### src/verilog/dac_cfg.svh
`ifndef DAC_CFG_SVH
`define DAC_CFG_SVH

//////////////////////////////////////////////////
// channel count and word widths
//////////////////////////////////////////////////

`define NUM_DAC          4        // dac channels, one data line each
`define DAC_DATA_WIDTH   20       // dac code width
`define DAC_WORD_WIDTH   24       // serial command length
`define STREAM_WIDTH     32       // input word width

//////////////////////////////////////////////////
// serial clock and command encoding
//////////////////////////////////////////////////

`define SCLK_HALF_DIV    5        // PMD_clk cycles per sclk half period
`define DAC_WRITE_PREFIX 4'b0001  // data register write

`endif
### src/verilog/dac_pkg.sv
`include "dac_cfg.svh"

package dac_pkg;

    //////////////////////////////////////////////////
    // data words
    //////////////////////////////////////////////////

    // full 24-bit command as shifted out on a data line
    typedef logic [`DAC_WORD_WIDTH-1:0] dac_word_t;

    // dac code field inside a command
    typedef logic [`DAC_DATA_WIDTH-1:0] dac_data_t;

    // raw input word, stream or configuration
    typedef logic [`STREAM_WIDTH-1:0] stream_word_t;

    // channel index for configuration writes
    typedef logic [$clog2(`NUM_DAC)-1:0] chan_sel_t;

    //////////////////////////////////////////////////
    // frame sequencer
    //////////////////////////////////////////////////

    typedef enum logic [2:0]
    {
        IDLE,   // wait for a changed word
        LOAD,   // capture hold words, arm counter
        SYNC,   // pull frame sync low
        SHIFT,  // one bit per serial clock
        DONE    // gap before next frame
    } frame_state_t;

endpackage

### src/verilog/quad_dac_spi.sv
`include "dac_cfg.svh"

module quad_dac_spi
    import dac_pkg::*;
(
    input  logic                 PMD_clk,
    input  logic                 arst_n,

    // stream inputs
    input  stream_word_t         ch_data [`NUM_DAC],
    input  logic [`NUM_DAC-1:0]  ch_valid,

    // configuration inputs
    input  stream_word_t         cfg_data,
    input  logic                 cfg_valid,
    input  logic                 cfg_mode,
    input  chan_sel_t            cfg_chan,
    input  logic                 cfg_send,

    // serial bus
    output logic                 sclk,
    output logic                 sync_n,
    output logic [`NUM_DAC-1:0]  sdin,

    // last sent words
    output stream_word_t         mon0,
    output stream_word_t         mon1,
    output stream_word_t         mon2,
    output stream_word_t         mon3,

    output logic                 ready
);

    logic      rise_stb;
    logic      fall_stb;
    dac_word_t hold_word   [`NUM_DAC];
    dac_word_t shadow_word [`NUM_DAC];

    //////////////////////////////////////////////////
    // monitor packing
    //////////////////////////////////////////////////

    // code in the top bits, prefix in the bottom nibble
    function automatic stream_word_t pack_mon(input dac_word_t w);
        dac_data_t code;
        code = w[`DAC_DATA_WIDTH-1:0];
        return {code, {(`STREAM_WIDTH - `DAC_WORD_WIDTH){1'b0}},
                w[`DAC_WORD_WIDTH-1:`DAC_DATA_WIDTH]};
    endfunction

    assign mon0 = pack_mon(shadow_word[0]);
    assign mon1 = pack_mon(shadow_word[1]);
    assign mon2 = pack_mon(shadow_word[2]);
    assign mon3 = pack_mon(shadow_word[3]);

    //////////////////////////////////////////////////
    // blocks
    //////////////////////////////////////////////////

    sclk_gen u_sclk_gen
    (
        .PMD_clk   (PMD_clk),
        .arst_n    (arst_n),
        .sclk      (sclk),
        .rise_stb  (rise_stb),
        .fall_stb  (fall_stb)
    );

    word_latch u_word_latch
    (
        .PMD_clk   (PMD_clk),
        .arst_n    (arst_n),
        .ch_data   (ch_data),
        .ch_valid  (ch_valid),
        .cfg_mode  (cfg_mode),
        .cfg_data  (cfg_data),
        .cfg_valid (cfg_valid),
        .cfg_chan  (cfg_chan),
        .hold_word (hold_word)
    );

    frame_sequencer u_frame_sequencer
    (
        .PMD_clk     (PMD_clk),
        .arst_n      (arst_n),
        .rise_stb    (rise_stb),
        .fall_stb    (fall_stb),
        .hold_word   (hold_word),
        .cfg_mode    (cfg_mode),
        .cfg_send    (cfg_send),
        .sync_n      (sync_n),
        .sdin        (sdin),
        .shadow_word (shadow_word),
        .ready       (ready)
    );

endmodule

### src/verilog/frame_sequencer.sv
`include "dac_cfg.svh"

module frame_sequencer
    import dac_pkg::*;
(
    input  logic                 PMD_clk,
    input  logic                 arst_n,
    input  logic                 rise_stb,
    input  logic                 fall_stb,
    input  dac_word_t            hold_word [`NUM_DAC],
    input  logic                 cfg_mode,
    input  logic                 cfg_send,
    output logic                 sync_n,
    output logic [`NUM_DAC-1:0]  sdin,
    output dac_word_t            shadow_word [`NUM_DAC],
    output logic                 ready
);

    localparam int BIT_W = $clog2(`DAC_WORD_WIDTH);
    localparam logic [BIT_W-1:0] BIT_LAST = BIT_W'(`DAC_WORD_WIDTH - 1);

    frame_state_t     state;
    logic             sync_int;     // frame sync before the output register
    logic             cfg_armed;    // one frame per cfg_send pulse
    logic [BIT_W-1:0] bit_cnt;      // index of the bit on the lines
    logic             word_diff;
    logic             start_frame;

    //////////////////////////////////////////////////
    // frame start decision
    //////////////////////////////////////////////////

    always_comb
    begin
        word_diff = 1'b0;
        for (int i = 0; i < `NUM_DAC; i++)
        begin
            if (hold_word[i] != shadow_word[i])
            begin
                word_diff = 1'b1;
            end
        end
    end

    // stream mode sends on any change, config mode waits for a send edge
    assign start_frame = word_diff & (~cfg_mode | (cfg_send & ~cfg_armed));

    //////////////////////////////////////////////////
    // state machine, advances on falling sclk
    //////////////////////////////////////////////////

    always_ff @(posedge PMD_clk or negedge arst_n)
    begin
        if (!arst_n)
        begin
            state     <= IDLE;
            sync_int  <= 1'b1;
            cfg_armed <= 1'b0;
            bit_cnt   <= '0;
        end
        else if (fall_stb)
        begin
            if (!cfg_send)
            begin
                cfg_armed <= 1'b0;  // send level dropped, rearm
            end

            case (state)
                IDLE:
                begin
                    if (start_frame)
                    begin
                        state <= LOAD;
                        if (cfg_mode)
                        begin
                            cfg_armed <= 1'b1;
                        end
                    end
                end
                LOAD:
                begin
                    bit_cnt <= BIT_LAST;  // msb first
                    state   <= SYNC;
                end
                SYNC:
                begin
                    sync_int <= 1'b0;
                    state    <= SHIFT;
                end
                SHIFT:
                begin
                    // last bit is on the lines, close the frame so the
                    // next falling edge sees sync high
                    if (bit_cnt == '0)
                    begin
                        sync_int <= 1'b1;
                        state    <= DONE;
                    end
                    else
                    begin
                        bit_cnt <= bit_cnt - 1'b1;
                    end
                end
                DONE:
                begin
                    state <= IDLE;  // sync stays high for a full period
                end
                default:
                begin
                    state <= IDLE;
                end
            endcase
        end
    end

    // shadow buffers hold what is being and was last sent
    always_ff @(posedge PMD_clk or negedge arst_n)
    begin
        if (!arst_n)
        begin
            for (int i = 0; i < `NUM_DAC; i++)
            begin
                shadow_word[i] <= '0;
            end
        end
        else if (fall_stb && (state == LOAD))
        begin
            for (int i = 0; i < `NUM_DAC; i++)
            begin
                shadow_word[i] <= hold_word[i];
            end
        end
    end

    //////////////////////////////////////////////////
    // bus registers, updated on rising sclk
    //////////////////////////////////////////////////

    always_ff @(posedge PMD_clk or negedge arst_n)
    begin
        if (!arst_n)
        begin
            sync_n <= 1'b1;
            sdin   <= '0;
        end
        else if (rise_stb)
        begin
            sync_n <= sync_int;
            for (int i = 0; i < `NUM_DAC; i++)
            begin
                sdin[i] <= shadow_word[i][bit_cnt];  // all lines in parallel
            end
        end
    end

    assign ready = (state == IDLE);

endmodule

### src/verilog/word_latch.sv
`include "dac_cfg.svh"

module word_latch
    import dac_pkg::*;
(
    input  logic                 PMD_clk,
    input  logic                 arst_n,

    // stream side, one word per channel
    input  stream_word_t         ch_data [`NUM_DAC],
    input  logic [`NUM_DAC-1:0]  ch_valid,

    // configuration side
    input  logic                 cfg_mode,
    input  stream_word_t         cfg_data,
    input  logic                 cfg_valid,
    input  chan_sel_t            cfg_chan,

    // latest command per channel
    output dac_word_t            hold_word [`NUM_DAC]
);

    dac_data_t stream_code [`NUM_DAC];  // top bits of each stream word
    dac_word_t stream_cmd  [`NUM_DAC];  // prefixed write command
    dac_word_t cfg_cmd;                 // raw configuration command

    //////////////////////////////////////////////////
    // command forming
    //////////////////////////////////////////////////

    always_comb
    begin
        for (int i = 0; i < `NUM_DAC; i++)
        begin
            // msb-aligned code, low stream bits are dropped
            stream_code[i] = ch_data[i][`STREAM_WIDTH-1 -: `DAC_DATA_WIDTH];
            stream_cmd[i]  = {`DAC_WRITE_PREFIX, stream_code[i]};
        end
    end

    // low bits taken as is, prefix supplied by the host
    assign cfg_cmd = cfg_data[`DAC_WORD_WIDTH-1:0];

    //////////////////////////////////////////////////
    // holding registers
    //////////////////////////////////////////////////

    // newest word wins, no back-pressure toward the source
    always_ff @(posedge PMD_clk or negedge arst_n)
    begin
        if (!arst_n)
        begin
            for (int i = 0; i < `NUM_DAC; i++)
            begin
                hold_word[i] <= '0;
            end
        end
        else
        begin
            for (int i = 0; i < `NUM_DAC; i++)
            begin
                if (cfg_mode)
                begin
                    // only the addressed channel takes the word
                    if (cfg_valid && (cfg_chan == chan_sel_t'(i)))
                    begin
                        hold_word[i] <= cfg_cmd;
                    end
                end
                else if (ch_valid[i])
                begin
                    hold_word[i] <= stream_cmd[i];  // data register write
                end
            end
        end
    end

endmodule

### src/verilog/sclk_gen.sv
`include "dac_cfg.svh"

module sclk_gen
(
    input  logic PMD_clk,
    input  logic arst_n,
    output logic sclk,
    output logic rise_stb,
    output logic fall_stb
);

    // counter wide enough for the half period
    localparam int CNT_W = $clog2(`SCLK_HALF_DIV + 1);
    localparam logic [CNT_W-1:0] CNT_LAST = CNT_W'(`SCLK_HALF_DIV - 1);

    logic [CNT_W-1:0] div_cnt;
    logic             half_done;

    //////////////////////////////////////////////////
    // half period divider
    //////////////////////////////////////////////////

    assign half_done = (div_cnt == CNT_LAST);  // sclk flips on this edge

    always_ff @(posedge PMD_clk or negedge arst_n)
    begin
        if (!arst_n)
        begin
            div_cnt <= '0;
            sclk    <= 1'b0;   // bus idles low
        end
        else if (half_done)
        begin
            div_cnt <= '0;
            sclk    <= ~sclk;
        end
        else
        begin
            div_cnt <= div_cnt + 1'b1;
        end
    end

    //////////////////////////////////////////////////
    // edge strobes
    //////////////////////////////////////////////////

    // strobes lead the sclk level by the register, so logic clocked on a
    // strobe updates together with the matching sclk edge
    assign rise_stb = half_done & ~sclk;  // sclk goes high next edge
    assign fall_stb = half_done &  sclk;  // sclk goes low next edge

endmodule

### config.mk
export PLATFORM = sky130hd
export DESIGN_NAME = quad_dac_spi
export DESIGN_NICKNAME = d
export VERILOG_FILES = /design/src/verilog/dac_pkg.sv /design/src/verilog/quad_dac_spi.sv /design/src/verilog/frame_sequencer.sv /design/src/verilog/word_latch.sv /design/src/verilog/sclk_gen.sv
export VERILOG_INCLUDE_DIRS = /design/src /design/src/verilog
export SDC_FILE = /design/constraint.sdc
export NUM_CORES = 1
export LEC_CHECK = 0
export ABC_AREA = 1
export BUFFER_PORTS_ARGS = -buffer_cell sky130_fd_sc_hd__buf_2
export CAP_MARGIN = 20
export CORE_MARGIN = 2
export CORE_UTILIZATION = 54
export CTS_CLUSTER_SIZE = 16
export DETAILED_ROUTE_END_ITERATION = 12
export GPL_TIMING_DRIVEN = 0
export PLACE_DENSITY_LB_ADDON = 0.1
export RECOVER_POWER = 50
export SYNTH_ARGS = -nofsm -noshare
export SYNTH_HDL_FRONTEND = slang
export SYNTH_HIERARCHICAL = 1
export SYNTH_SLANG_ARGS = --single-unit
### constraint.sdc
create_clock -name PMD_clk -period 2.25 [get_ports PMD_clk]
set_input_delay 0.225 -clock PMD_clk [delete_from_list [all_inputs] [get_ports PMD_clk]]
set_output_delay 0.225 -clock PMD_clk [all_outputs]
set_load 0.1 [all_outputs]
# Yosys cells after proc, flatten, opt, wreduce, memory -nomap -nowiden
# Index checks and enable logic that the tools add are counted.
[word_totals]
register_bits = 211
in_bits = 171
latchBits = 0
wordCells = 102
romBits = 0
ramBits = 0
mem_count = 0
[op_classes]
n_shift = 0
n_lt_le_gt_ge = 1
div_mod_pow = 0
bitwise_logic = 8
n_addsub = 2
eq_ne = 18
reduce_logical = 21
n_mul = 0
mux = 36
[ops]
columns = ["operator", "n"]
rows = [
  ["2-to-1 mux 24 bit", 12],
  ["inequality test 24 bit", 4],
  ["binary-select mux 1 bit (select 5 bit)", 4],
  ["2-to-1 mux 1 bit", 13],
  ["inequality test 2 x 1 -> 1 bit (second input constant)", 6],
  ["one-hot mux 3 bit (4 select lines)", 1],
  ["nonzero test 2 bit", 6],
  ["one-hot mux 5 bit (2 select lines)", 1],
  ["2-to-1 mux 3 bit", 3],
  ["AND reduction 3 bit", 3],
  ["AND reduction 2 bit", 4],
  ["equality test 3 x 2 -> 1 bit (second input constant)", 2],
  ["less-than comparator 5 x 6 -> 1 bit (second input constant)", 1],
  ["logical AND 1 bit", 5],
  ["zero test 5 bit", 1],
  ["2-to-1 mux 5 bit", 1],
  ["subtractor 5 x 1 -> 5 bit (second input constant)", 1],
  ["bitwise AND 1 bit", 4],
  ["equality test 2 bit (second input constant)", 2],
  ["adder 3 x 1 -> 3 bit (second input constant)", 1],
  ["equality test 3 x 1 -> 1 bit (second input constant)", 1],
  ["equality test 3 bit (second input constant)", 1],
  ["zero test 3 bit", 1],
  ["inverter 1 bit", 3],
  ["5 further kinds", 5],
]

# Logic depth before layout (Yosys ltp)
# Gate-level depths: netlist of run 1.
[depth]
ltp_word = 8
ltp_mapped = 14
depth_no_buf = 14

# Modules after synthesis
# The synthesis of run 1 kept the hierarchy.
[by_module_without_submodules]
columns = ["module", "cells_per_inst", "instances", "area_each_um2"]
rows = [
  ["frame_sequencer", 1045, 1, 6815.3],
  ["word_latch", 627, 1, 4784.6],
  ["quad_dac_spi", 33, 1, 244.0],
  ["sclk_gen", 21, 1, 183.9],
]

# Worst setup path before layout of run 1
# Ideal clock, no wire load.
[synth_path]
kind = "reg-to-reg"
from = "reg u_frame_sequencer.state[0]"
to = "reg u_frame_sequencer.state[1]"
n_path_buf = 0
t_arrival_ns = 2.344
synth_period_minus_slack_ns = 2.409
stages_incl_launch_ff = 8
setup_slack_ns = -0.159
path_cell_list = "dfrtp_1 -> nor2_1 -> inv_1 -> nor2_1 -> nand2_1 -> nand2_1 -> nand2_1 -> nand2_1"
[synth_via]
elab_chain_len = 3
word_cells_on_any_way = 8
cone_classes = "5 x eq/ne; 1 x mux; 2 x reduce/logical"
[synth_lines]
columns = ["element", "line", "source"]
rows = [
  ["start: declaration", "frame_sequencer.sv:22", "frame_state_t state;"],
  ["start signal: assignment", "frame_sequencer.sv:56", "state <= IDLE;"],
  ["start signal: assignment", "frame_sequencer.sv:73", "state <= LOAD;"],
  ["start signal: assignment", "frame_sequencer.sv:83", "state <= SYNC;"],
  ["zero test 3 bit (*)", "n/a", ""],
  ["net ready", "quad_dac_spi.sv:31", "output logic ready"],
  ["inequality test 2 x 1 -> 1 bit (no source line)", "n/a", ""],
  ["AND reduction 3 bit (no source line)", "n/a", ""],
]
# The timed path passes the listed nets; every way through them passes the cells marked *.
# A chain may end at the register's enable or synchronous reset.

# Worst setup path in the final report of run 1
[layout_path]
from = "reg u_frame_sequencer.bit_cnt[2]"
to = "reg u_frame_sequencer.sdin[2]"
[layout_via]
elab_chain_len = 2
[layout_lines]
columns = ["element", "line", "source"]
rows = [
  ["start: declaration", "frame_sequencer.sv:25", "logic [BIT_W-1:0] bit_cnt;"],
  ["start signal: assignment", "frame_sequencer.sv:101", "bit_cnt <= bit_cnt - 1'b1;"],
  ["binary-select mux 1 bit (select 5 bit)", "frame_sequencer.sv:151", "sdin[i] <= shadow_word[i][bit_cnt];"],
  ["2-to-1 mux 1 bit (not written as such)", "frame_sequencer.sv:151", ""],
  ["end signal: indexed assignment", "frame_sequencer.sv:151", ""],
  ["end: declaration", "frame_sequencer.sv:14", "output logic [`NUM_DAC-1:0] sdin,"],
]
# No other way between the ends. The select of a mux whose other input is x is not followed.

==> results.txt, run 1 <==
outcome: complete, no violations
dpl hpwl: 31.5 mm
drt first pass iters: 5
PortBufs: 217
WHS Endpoint: u_word_latch/hold_word[95]$_DFFE_PN0P_
CTS tree: done
WL per Instance: 19.0 um
flop2flop setup slack: 0.02 ns
crit path kind: flop to flop
Ports: 306
routability congestion estimate: 0.943
Synth top area share: 0.435
placed inst area: 13600 um2
CP max-delay cell: nor2_1
detailed-route wire length: 43.8 mm
Synth Register Bits: 211
CP Launch Type: flop
Site Rows: 54
final setup margin: 0.0153 ns
ranking of synthesized cells by area: dfrtp_1, nand2_1, nand3_1
full die area: 23500 um2
Worst Tran Pin Value: 1.39 ns
largest stage delay on the critical path: 0.74 ns
adder-cell share of the synthesized area: 0.00416
fmax: 447 MHz
Via density: 5.48
nets: 2184
first-pass GRT wire length: 66.2 mm
placed insts: 2255
largest family of logic cells by synthesized area: simple AND/OR/NAND/NOR gates
fin crit share: 0.993
via count: 12600
delay-heaviest family, CP: simple AND/OR/NAND/NOR gates
Synth Cell Area: 12000 um2
Critical Path Most Common Cell: nand2_1
Static Leakage: 8.32 nW
clk root buf: clkbuf_16
CTS sink cnt: 211
Setup crit end kind: flop
hold depth: 3
Arr. time, crit path: 2.67 ns
Detail Route Antenna Nets: 0
R2R Path End: u_frame_sequencer/sdin[2]$_DFFE_PN0P_
Die W: 153 um
Final Total Pwr: 13.9 mW
PwrDens: 961 nW/um2
initial core utilization: 0.551
Mapped Cells: 1726
most numerous cell in the Yosys netlist: nand2_1
Hold Vio Cnt, Final: 0
layout cells sized above 1: 0.178
Setup Skew: 0.0156 ns
Top FF cell, synth: dfrtp_1
R2R depth: 6
syn_area_per_cell: 6.97 um2
EDFF count, synth: 0
RSZ-0062 raised after global routing: no
Yosys cell types: 33
Finished Layout Cells: 2304
crit path max fanout: 10
clk_lat worst skew: 0.52 ns
vias in the first global route: 11800
All-Layer GR Usage: 0.369
Worst R2R Start: u_frame_sequencer/bit_cnt[2]$_DFFE_PN0P_
core area: 21800 um2
post-route setup TNS: 0 ns
# Post-CTS Setup Buffers: 0
grt total ovfl: 0
Antenna Cells: 0
Design Area, Final: 14400 um2
Final Max Slew Viols: 0
worst slack, placed: -0.0256 ns
FILL cells: 1970
Clock Tree Buf Depth: 3
multiplexer area fraction after synthesis: 0
area share of and/or/nand/nor cells after synthesis: 0.345
Synth top cells by count: nand2_1, dfrtp_1, inv_1
Synth warnings: 6
Worst Path Required: 2.68 ns
Post-Synth XOR/XNOR Area: 0.0204
Synth Area in Compound Gates: 0.0770
H-tree Lvls: 1
sequential area share after synthesis: 0.439
relative slew slack: 0.0762
die height: 153 um
Finish-stage setup viols: 0
drc violations: 0
Max-cap violations: 0
worst ir drop on vdd: 0.000548 V
antenna violations before repair: 0
synthesis-to-finish area growth: 20.0%
hold_sp: cfg_data[23]
crit path buf inv count: 1
worst-path cell chain: clkinv_1, nor2_1, nand2_1, nand2_1, o21ai_1, a31oi_1
largest area contributor in the netlist: dfrtp_1
async set or reset register ratio after synthesis: 1.00
1st-iter DRT viols: 1344
minimum clock period: 2.23 ns
path type of the worst min-delay path: input port to flop
clock-pin transition on the worst setup and hold timing paths: 0.06 ns
largest net degree at the start of global routing: 116
total CTS buffers: 23
==> power breakdown <==
| part | internal (mW) | switching [mW] |
|---|---|---|
| registers | 4.32 | 0.578 |
| clock network | 2.38 | 1.57 |
| logic | 1.10 | 3.93 |
==> layer usage <==
| metal | part of all wire | GRT usage |
|---|---|---|
| met5 | 0 | 0 |
| met4 | 0.061 | 0.185 |
| met3 | 0.12 | 0.0695 |
| met2 | 0.44 | 0.584 |
| met1 | 0.37 | 0.487 |
==> tightest hold or removal path, stage by stage <==
cell     delay [ns]
buf_2          0.12
nand3_1        0.08
nand2_1        0.05
==> layout by cell type, fill, tap and decap left out, types with 5 or more instances in the layout <==
master / instances
a21oi_1: 37
buf_2: 237
buf_4: 38
buf_6: 11
clkbuf_1: 25
clkbuf_16: 23
clkbuf_2: 5
clkbuf_4: 8
clkbuf_8: 5
conb_1: 32
dfrtp_1: 209
dlygate4sd3_1: 10
inv_1: 162
nand2_1: 799
nand2_4: 5
nand3_1: 126
nor2_1: 86
o21ai_0: 118
o21ai_1: 7
o221ai_1: 7
xor2_1: 28
==> sequential cells by signal (all words and copies together), names as in the netlist <==
name / cells
u_frame_sequencer/sync_int: 1
u_frame_sequencer/sdin: 4
u_sclk_gen/div_cnt: 3
u_frame_sequencer/shadow_word: 96
u_sclk_gen/sclk: 1
u_frame_sequencer/sync_n: 1
u_frame_sequencer/cfg_armed: 1
u_frame_sequencer/bit_cnt: 5
u_word_latch/hold_word: 96
u_frame_sequencer/state: 3
==> worst max-delay path by stage <==
stage	startpoint	to	slack [ns]	cells after the start
floorplan	u_sclk_gen/sclk$_DFFE_PN0N_	u_frame_sequencer/shadow_word[81]$_DFFE_PN0P_	0.13	9
global placement	arst_n	u_frame_sequencer/shadow_word[11]$_DFFE_PN0P_	-2.78	1
detailed placement	u_sclk_gen/div_cnt[0]$_DFF_PN0_	u_frame_sequencer/shadow_word[84]$_DFFE_PN0P_	-0.03	11
CTS	u_sclk_gen/div_cnt[0]$_DFF_PN0_	u_frame_sequencer/shadow_word[64]$_DFFE_PN0P_	0.02	9
global route	u_sclk_gen/div_cnt[1]$_DFF_PN0_	u_frame_sequencer/shadow_word[28]$_DFFE_PN0P_	0.008	9
finish	u_frame_sequencer/bit_cnt[2]$_DFFE_PN0P_	u_frame_sequencer/sdin[2]$_DFFE_PN0P_	0.02	6
==> cell type report <==
cell class              instances  area [um2]  share of cell area
flip-flops and latches        211        5280               0.366
clock inverters                 7         110             0.00763
inverters                     169         642              0.0445
well taps                     280         350              0.0243
multi-input cells            1272        5490               0.380
repair buffers                228        1210              0.0836
plain buffers                 104         698              0.0484
clock buffers                  33         663              0.0459
==> metrics by stage <==
stage / hold WS, ns / util
CTS: 0.000125 / 0.664
global placement: 0.439 / 0.622
floorplan: -0.0706 / -
finish: 0.000588 / 0.662
global route: 0.000727 / 0.662
detailed placement: 0.312 / 0.624
==> repair_timing <==
action | CTS | global route
resized for setup | 2 | 18
cloned | 0 | 0
endpoints found under the setup margin | 11 | 91
hold buffers | 10 | 0
hold endpoints to repair | 105 | 0
==> cell families (layout without fill, tap and decap cells) <==
kind of cell / Yosys count / after routing
AND/OR/NAND/NOR: 1031 / 1031
buffers and inverters: 274 / 541
flip-flops: 211 / 211
AO/OA/AOI/OAI: 177 / 177
XOR/XNOR: 28 / 28
adder cells (fa/ha/maj): 4 / 4
other: 1 / 32
(Power assumes the default switching activity.)
==> run 2: changes to the inputs <==
- clock period: 2.25 -> 2.19 ns (I/O delays scaled with it)
==> run 2 against run 1 <==
Compared with the run above:
- the run now ends with setup timing left
- sequential power is 3% higher
- core utilization is 0.33 points higher
- largest cell class unchanged
- largest power group unchanged
- global-route usage grew 0.098 points
- first-iteration DRC count increased by 9.0%
- non-clock buffer count grew 10
- clock skew about the same
- worst hold slack hardly changed
==> results.txt, run 2 (synthesis gave the netlist of run 1 again) <==
Worst Path Required: 2.62 ns
crit path buf inv count: 1
crit path kind: flop to flop
Static Leakage: 8.35 nW
CP max-delay cell: nor2_1
Via density: 5.42
nets: 2194
clk root buf: clkbuf_16
clock-pin transition on the worst setup and hold timing paths: 0.06 ns
Finish-stage setup viols: 1
WL per Instance: 19.0 um
Critical Path Stages: 6
PwrDens: 984 nW/um2
Final Total Pwr: 14.3 mW
placed inst area: 13600 um2
Seq pwr share: 0.353
largest stage delay on the critical path: 0.72 ns
via count: 12500
minimum clock period: 2.20 ns
outcome: complete, but fails checks
NetSw: 6.24 mW
worst ir drop on vdd: 0.000564 V
Worst R2R Start: u_frame_sequencer/bit_cnt[2]$_DFFE_PN0P_
R2R depth: 6
clk_lat worst skew: 0.52 ns
clock share of power: 0.284
layout cells sized above 1: 0.176
path type of the worst min-delay path: input port to flop
Design Area, Final: 14500 um2
post-route setup TNS: -0.00743 ns
Regs by FF count: u_frame_sequencer/shadow_word: 96 flops, u_word_latch/hold_word: 96 flops, u_frame_sequencer/bit_cnt: 5 flops
commonest cells after routing, fill and taps aside: nand2_1, buf_2, dfrtp_1
Max-cap violations: 0
fmax: 455 MHz
Setup crit end kind: flop
Detail Route Antenna Nets: 0
post-layout util: 0.665
worst slack, placed: -0.0856 ns
R2R Path End: u_frame_sequencer/sdin[2]$_DFFE_PN0P_
routability congestion estimate: 0.943
H-tree Lvls: 1
sw frac: 0.437
Arr. time, crit path: 2.63 ns
All-Layer GR Usage: 0.370
final setup margin: -0.00743 ns
fin crit share: 1.00
Worst Setup SP: u_frame_sequencer/bit_cnt[2]$_DFFE_PN0P_
Critical Path Most Common Cell: nand2_1
Hold Vio Cnt, Final: 0
delay-heaviest family, CP: simple AND/OR/NAND/NOR gates
1st-iter DRT viols: 1465
die height: 153 um
CTS tree: done
failing checks: setup timing
Clock Tree Buf Depth: 3
Final Max Slew Viols: 0
antenna violations before repair: 0
crit path max fanout: 10
total CTS buffers: 23
vias in the first global route: 11900
full die area: 23500 um2
Internal Power: 8.03 mW
Finished Layout Cells: 2315
drc violations: 0
crit path capture: u_frame_sequencer/sdin[2]$_DFFE_PN0P_
Setup Skew: 0.0154 ns
Logic pwr share: 0.363
largest net degree at the start of global routing: 116
Die W: 153 um
detailed-route wire length: 43.9 mm
initial core utilization: 0.551
synthesis-to-finish area growth: 20.6%
first-pass GRT wire length: 66.4 mm
CTS sink cnt: 211
WHS: 0.000531 ns
commonest non-fill, non-tap cell in the layout: nand2_1
flop2flop setup slack: -0.007 ns
drt first pass iters: 6
worst-path cell chain: clkinv_1, nor2_1, nand2_1, nand2_1, o21ai_1, a31oi_1
CP Launch Type: flop
Site Rows: 54
PortBufs: 217
Worst Tran Pin Value: 1.38 ns
dpl hpwl: 31.5 mm
grt total ovfl: 0
relative slew slack: 0.0779
Ports: 306
placed insts: 2255
core area: 21800 um2
==> run 2: changes by cell type in the layout (fill, tap and decap cells not counted), moves of 2 or more <==
cell           change
nand2_1            +4
nand2_4            -2
buf_2              -5
clkbuf_4           -2
buf_4              +8
dlygate4sd3_1      +8
==> run 2: layout make-up <==
class                   instances  area, um2
diodes                          1       2.50
clock inverters                 7        110
repair buffers                238       1300
flip-flops and latches        211       5280
inverters                     169        646
multi-input cells            1272       5450
fillers                      1967       7310
clock buffers                  33        663
plain buffers                 104        703
well taps                     280        350
==> run 2: timing repair <==
action,4_1_cts,5_1_grt
resized for setup,6,23
setup buffers,0,2
hold buffers,18,0
endpoints found under the hold margin,113,0
endpoints found under the setup margin,31,87
==> run 2: how the worst min path moves through the flow <==
stage                                    startpoint                                            end  cells after the start
detailed placement                           arst_n  u_frame_sequencer/shadow_word[33]$_DFFE_PN0P_                      1
CTS                                    ch_data[111]         u_word_latch/hold_word[75]$_DFFE_PN0P_                      5
global route                           ch_data[118]         u_word_latch/hold_word[82]$_DFFE_PN0P_                      5
finish                                  ch_data[55]         u_word_latch/hold_word[35]$_DFFE_PN0P_                      5
global placement    u_sclk_gen/div_cnt[0]$_DFF_PN0_                u_sclk_gen/div_cnt[0]$_DFF_PN0_                      1
floorplan                                    arst_n       u_frame_sequencer/bit_cnt[0]$_DFFE_PN0P_                      0
==> run 2: worst reg2reg max path: cells and delay by family, from the launching register on <==
family	cells	cell delay, ns
compound gates	2	0.25
simple gates	3	0.94
buf+inv	1	0.54
flops	1	0.39
==> run 2: routing by layer <==
layer	part of all wire	vias to the layer above	track usage
met1	0.38	5742	0.487
met2	0.45	790	0.586
met5	0	-	0
met3	0.12	154	0.0697
li1	-	5859	-
met4	0.055	0	0.186
==> run 2: power by group through the flow <==
stage	logic (mW)	registers [mW]	clock network [mW]
floorplan	2.04	6.83	0
global placement	4.97	5.07	0
detailed placement	5.06	5.09	0
CTS	5.11	5.02	4.06
global route	5.52	5.12	4.21
finish	5.18	5.04	4.06
==> run 3: changes to the inputs <==
- CORE_MARGIN: 2 -> 10
- HOLD_SLACK_MARGIN: not set -> 0.03
==> run 3 against run 2 <==
Compared with the run above:
- the flow still finishes with violations (setup timing)
- count of clock-buffer cells in the layout rose by 9
- first-iteration DRC count rose by 3.6%
- power rose by 1.0%
- combinational power rose by 3%
- flip-flop and latch count did not move
- core utilization rose by 3.2 points
- wire length rose by 6.1%
- sequential share of layout area fell by 1.8 points
- critical path depth rose by 4
- final cell count rose by 2.9%
==> results.txt, run 3 (synthesis gave the netlist of run 1 again) <==
Seq pwr share: 0.347
Finish-stage setup viols: 1
Via density: 5.32
Detail Route Antenna Nets: 0
nets: 2255
clock-pin transition on the worst setup and hold timing paths: 0.06 ns
post-layout util: 0.697
placed inst area: 13600 um2
R2R Path End: u_frame_sequencer/shadow_word[56]$_DFFE_PN0P_
fin crit share: 1.00
relative slew slack: 0.320
Design Area, Final: 15200 um2
largest stage delay on the critical path: 0.77 ns
R2R depth: 10
antenna violations before repair: 2
commonest non-fill, non-tap cell in the layout: nand2_1
full die area: 28600 um2
delay-heaviest family, CP: buffers and inverters
All-Layer GR Usage: 0.317
Setup crit end kind: flop
core area: 21900 um2
Ports: 306
CP max-delay cell: clkbuf_1
hold depth: 5
vias in the first global route: 12400
Static Leakage: 8.67 nW
Internal Power: 8.12 mW
CTS tree: done
hold_sp: ch_data[31]
via count: 12700
WL per Instance: 19.6 um
Site Rows: 54
drc violations: 0
Clock Tree Buf Depth: 3
FILL cells: 1897
Critical Path Most Common Cell: nand2_1
Arr. time, crit path: 2.66 ns
path type of the worst min-delay path: input port to flop
WHS Endpoint: u_word_latch/hold_word[19]$_DFFE_PN0P_
1st-iter DRT viols: 1518
crit path buf inv count: 6
failing checks: setup timing
Hold Vio Cnt, Final: 0
drt first pass iters: 6
commonest cells after routing, fill and taps aside: nand2_1, buf_2, dfrtp_1
dpl hpwl: 33.1 mm
NetSw: 6.30 mW
minimum clock period: 2.20 ns
Logic pwr share: 0.370
clock share of power: 0.283
Setup Skew: 0.00840 ns
footprint of the multi-input gates: 5500 um2
synthesis-to-finish area growth: 26.8%
Die W: 169 um
flop2flop setup slack: 0.10 ns
worst-path cell chain: dlygate4sd3_1, clkbuf_1, buf_4, inv_8, clkbuf_1, clkbuf_2, nand2_1, nand2_1, nand2_1, nand2_1
total CTS buffers: 25
clk root buf: clkbuf_16
fmax: 455 MHz
layout cells sized above 1: 0.182
final setup margin: -0.00654 ns
crit path kind: input port to flop
Max-cap violations: 0
routability congestion estimate: 0.937
Final Max Slew Viols: 0
PwrDens: 946 nW/um2
Final Total Pwr: 14.4 mW
first-pass GRT wire length: 70.3 mm
die height: 169 um
PortBufs: 217
initial core utilization: 0.549
detailed-route wire length: 46.6 mm
H-tree Lvls: 1
worst slack, placed: -0.147 ns
grt total ovfl: 0
register area: 5280 um2
sw frac: 0.437
crit path max fanout: 10
outcome: complete, but fails checks
Worst Path Required: 2.65 ns
worst ir drop on vdd: 0.000570 V
Regs by FF count: u_frame_sequencer/shadow_word: 96 flops, u_word_latch/hold_word: 96 flops, u_frame_sequencer/bit_cnt: 5 flops
clk_lat worst skew: 0.53 ns
Worst R2R Start: u_sclk_gen/div_cnt[0]$_DFF_PN0_
largest net degree at the start of global routing: 74
CP Launch Type: input port
Worst Tran Pin Value: 1.02 ns
CTS sink cnt: 211
[run 3: worst register-to-register path, stage by stage (launching register included)]
cell and delay [ns]:
dfrtp_1 0.39, inv_1 0.06, ha_1 0.20, nand2_1 0.11, nor2_2 0.16, inv_1 0.11
nor2_2 0.17, buf_6 0.19, buf_6 0.20, buf_4 0.25, o21ai_0 0.12
[run 3: metal layers]
layer / vias to the layer above / wire (um) / global-route usage
li1: 5989 / - / -
met1: 5849 / 17400 / 0.387
met2: 685 / 20900 / 0.497
met3: 152 / 5660 / 0.0961
met4: 0 / 2580 / 0.164
met5: - / 0 / 0
[run 3: final cells by class]
class | count | share of cell area
Timing Repair Buffer | 297 | 0.125
Inverter | 169 | 0.0423
Buffer | 104 | 0.0495
Antenna cell | 2 | 0.000328
Tap cell | 280 | 0.0230
Sequential cell | 211 | 0.346
Clock buffer | 42 | 0.0492
Clock inverter | 4 | 0.00320
Multi-Input combinational cell | 1272 | 0.361
[run 3: how the worst max path moves through the flow]
stage                                    startpoint                                            end  slack, ns  cells after the start
global placement                             arst_n         u_word_latch/hold_word[12]$_DFFE_PN0P_      -2.84                      1
global route        u_sclk_gen/div_cnt[0]$_DFF_PN0_  u_frame_sequencer/shadow_word[81]$_DFFE_PN0P_     -0.002                     11
CTS                 u_sclk_gen/div_cnt[0]$_DFF_PN0_  u_frame_sequencer/shadow_word[81]$_DFFE_PN0P_      -0.05                     11
detailed placement  u_sclk_gen/div_cnt[0]$_DFF_PN0_  u_frame_sequencer/shadow_word[81]$_DFFE_PN0P_      -0.15                     11
floorplan               u_sclk_gen/sclk$_DFFE_PN0N_  u_frame_sequencer/shadow_word[81]$_DFFE_PN0P_       0.07                      9
finish                                     cfg_mode         u_word_latch/hold_word[88]$_DFFE_PN0P_     -0.007                     10
[run 3: stage by stage]
step | std cells | hold slack [ns] | TNS (ns)
6_report | 2381 | 0.0540 | -0.00654
5_1_grt | 2381 | 0.0529 | -0.00168
4_1_cts | 2378 | 0.0324 | -0.249
3_5_place_dp | 2256 | 0.209 | -3.50
3_3_place_gp | 2254 | 0.439 | -595.19
2_1_floorplan | 1757 | -0.0766 | 0
[run 3: timing repair]
| action | 4_1_cts | 5_1_grt |
|---|---|---|
| hold endpoints to repair | 139 | 0 |
| pin swaps | 0 | 0 |
| resized for setup | 11 | 20 |
| setup buffers | 0 | 2 |
| hold buffers | 76 | 0 |
| endpoints found under the setup margin | 59 | 94 |
[run 3: power by group through the flow]
stage / Combinational, mW / Sequential [mW] / Clock (mW)
detailed placement: 5.12 / 5.06 / 0
global route: 5.69 / 5.09 / 4.28
global placement: 5.04 / 5.04 / 0
CTS: 5.26 / 5.00 / 4.10
floorplan: 2.04 / 6.83 / 0
finish: 5.34 / 5.01 / 4.07
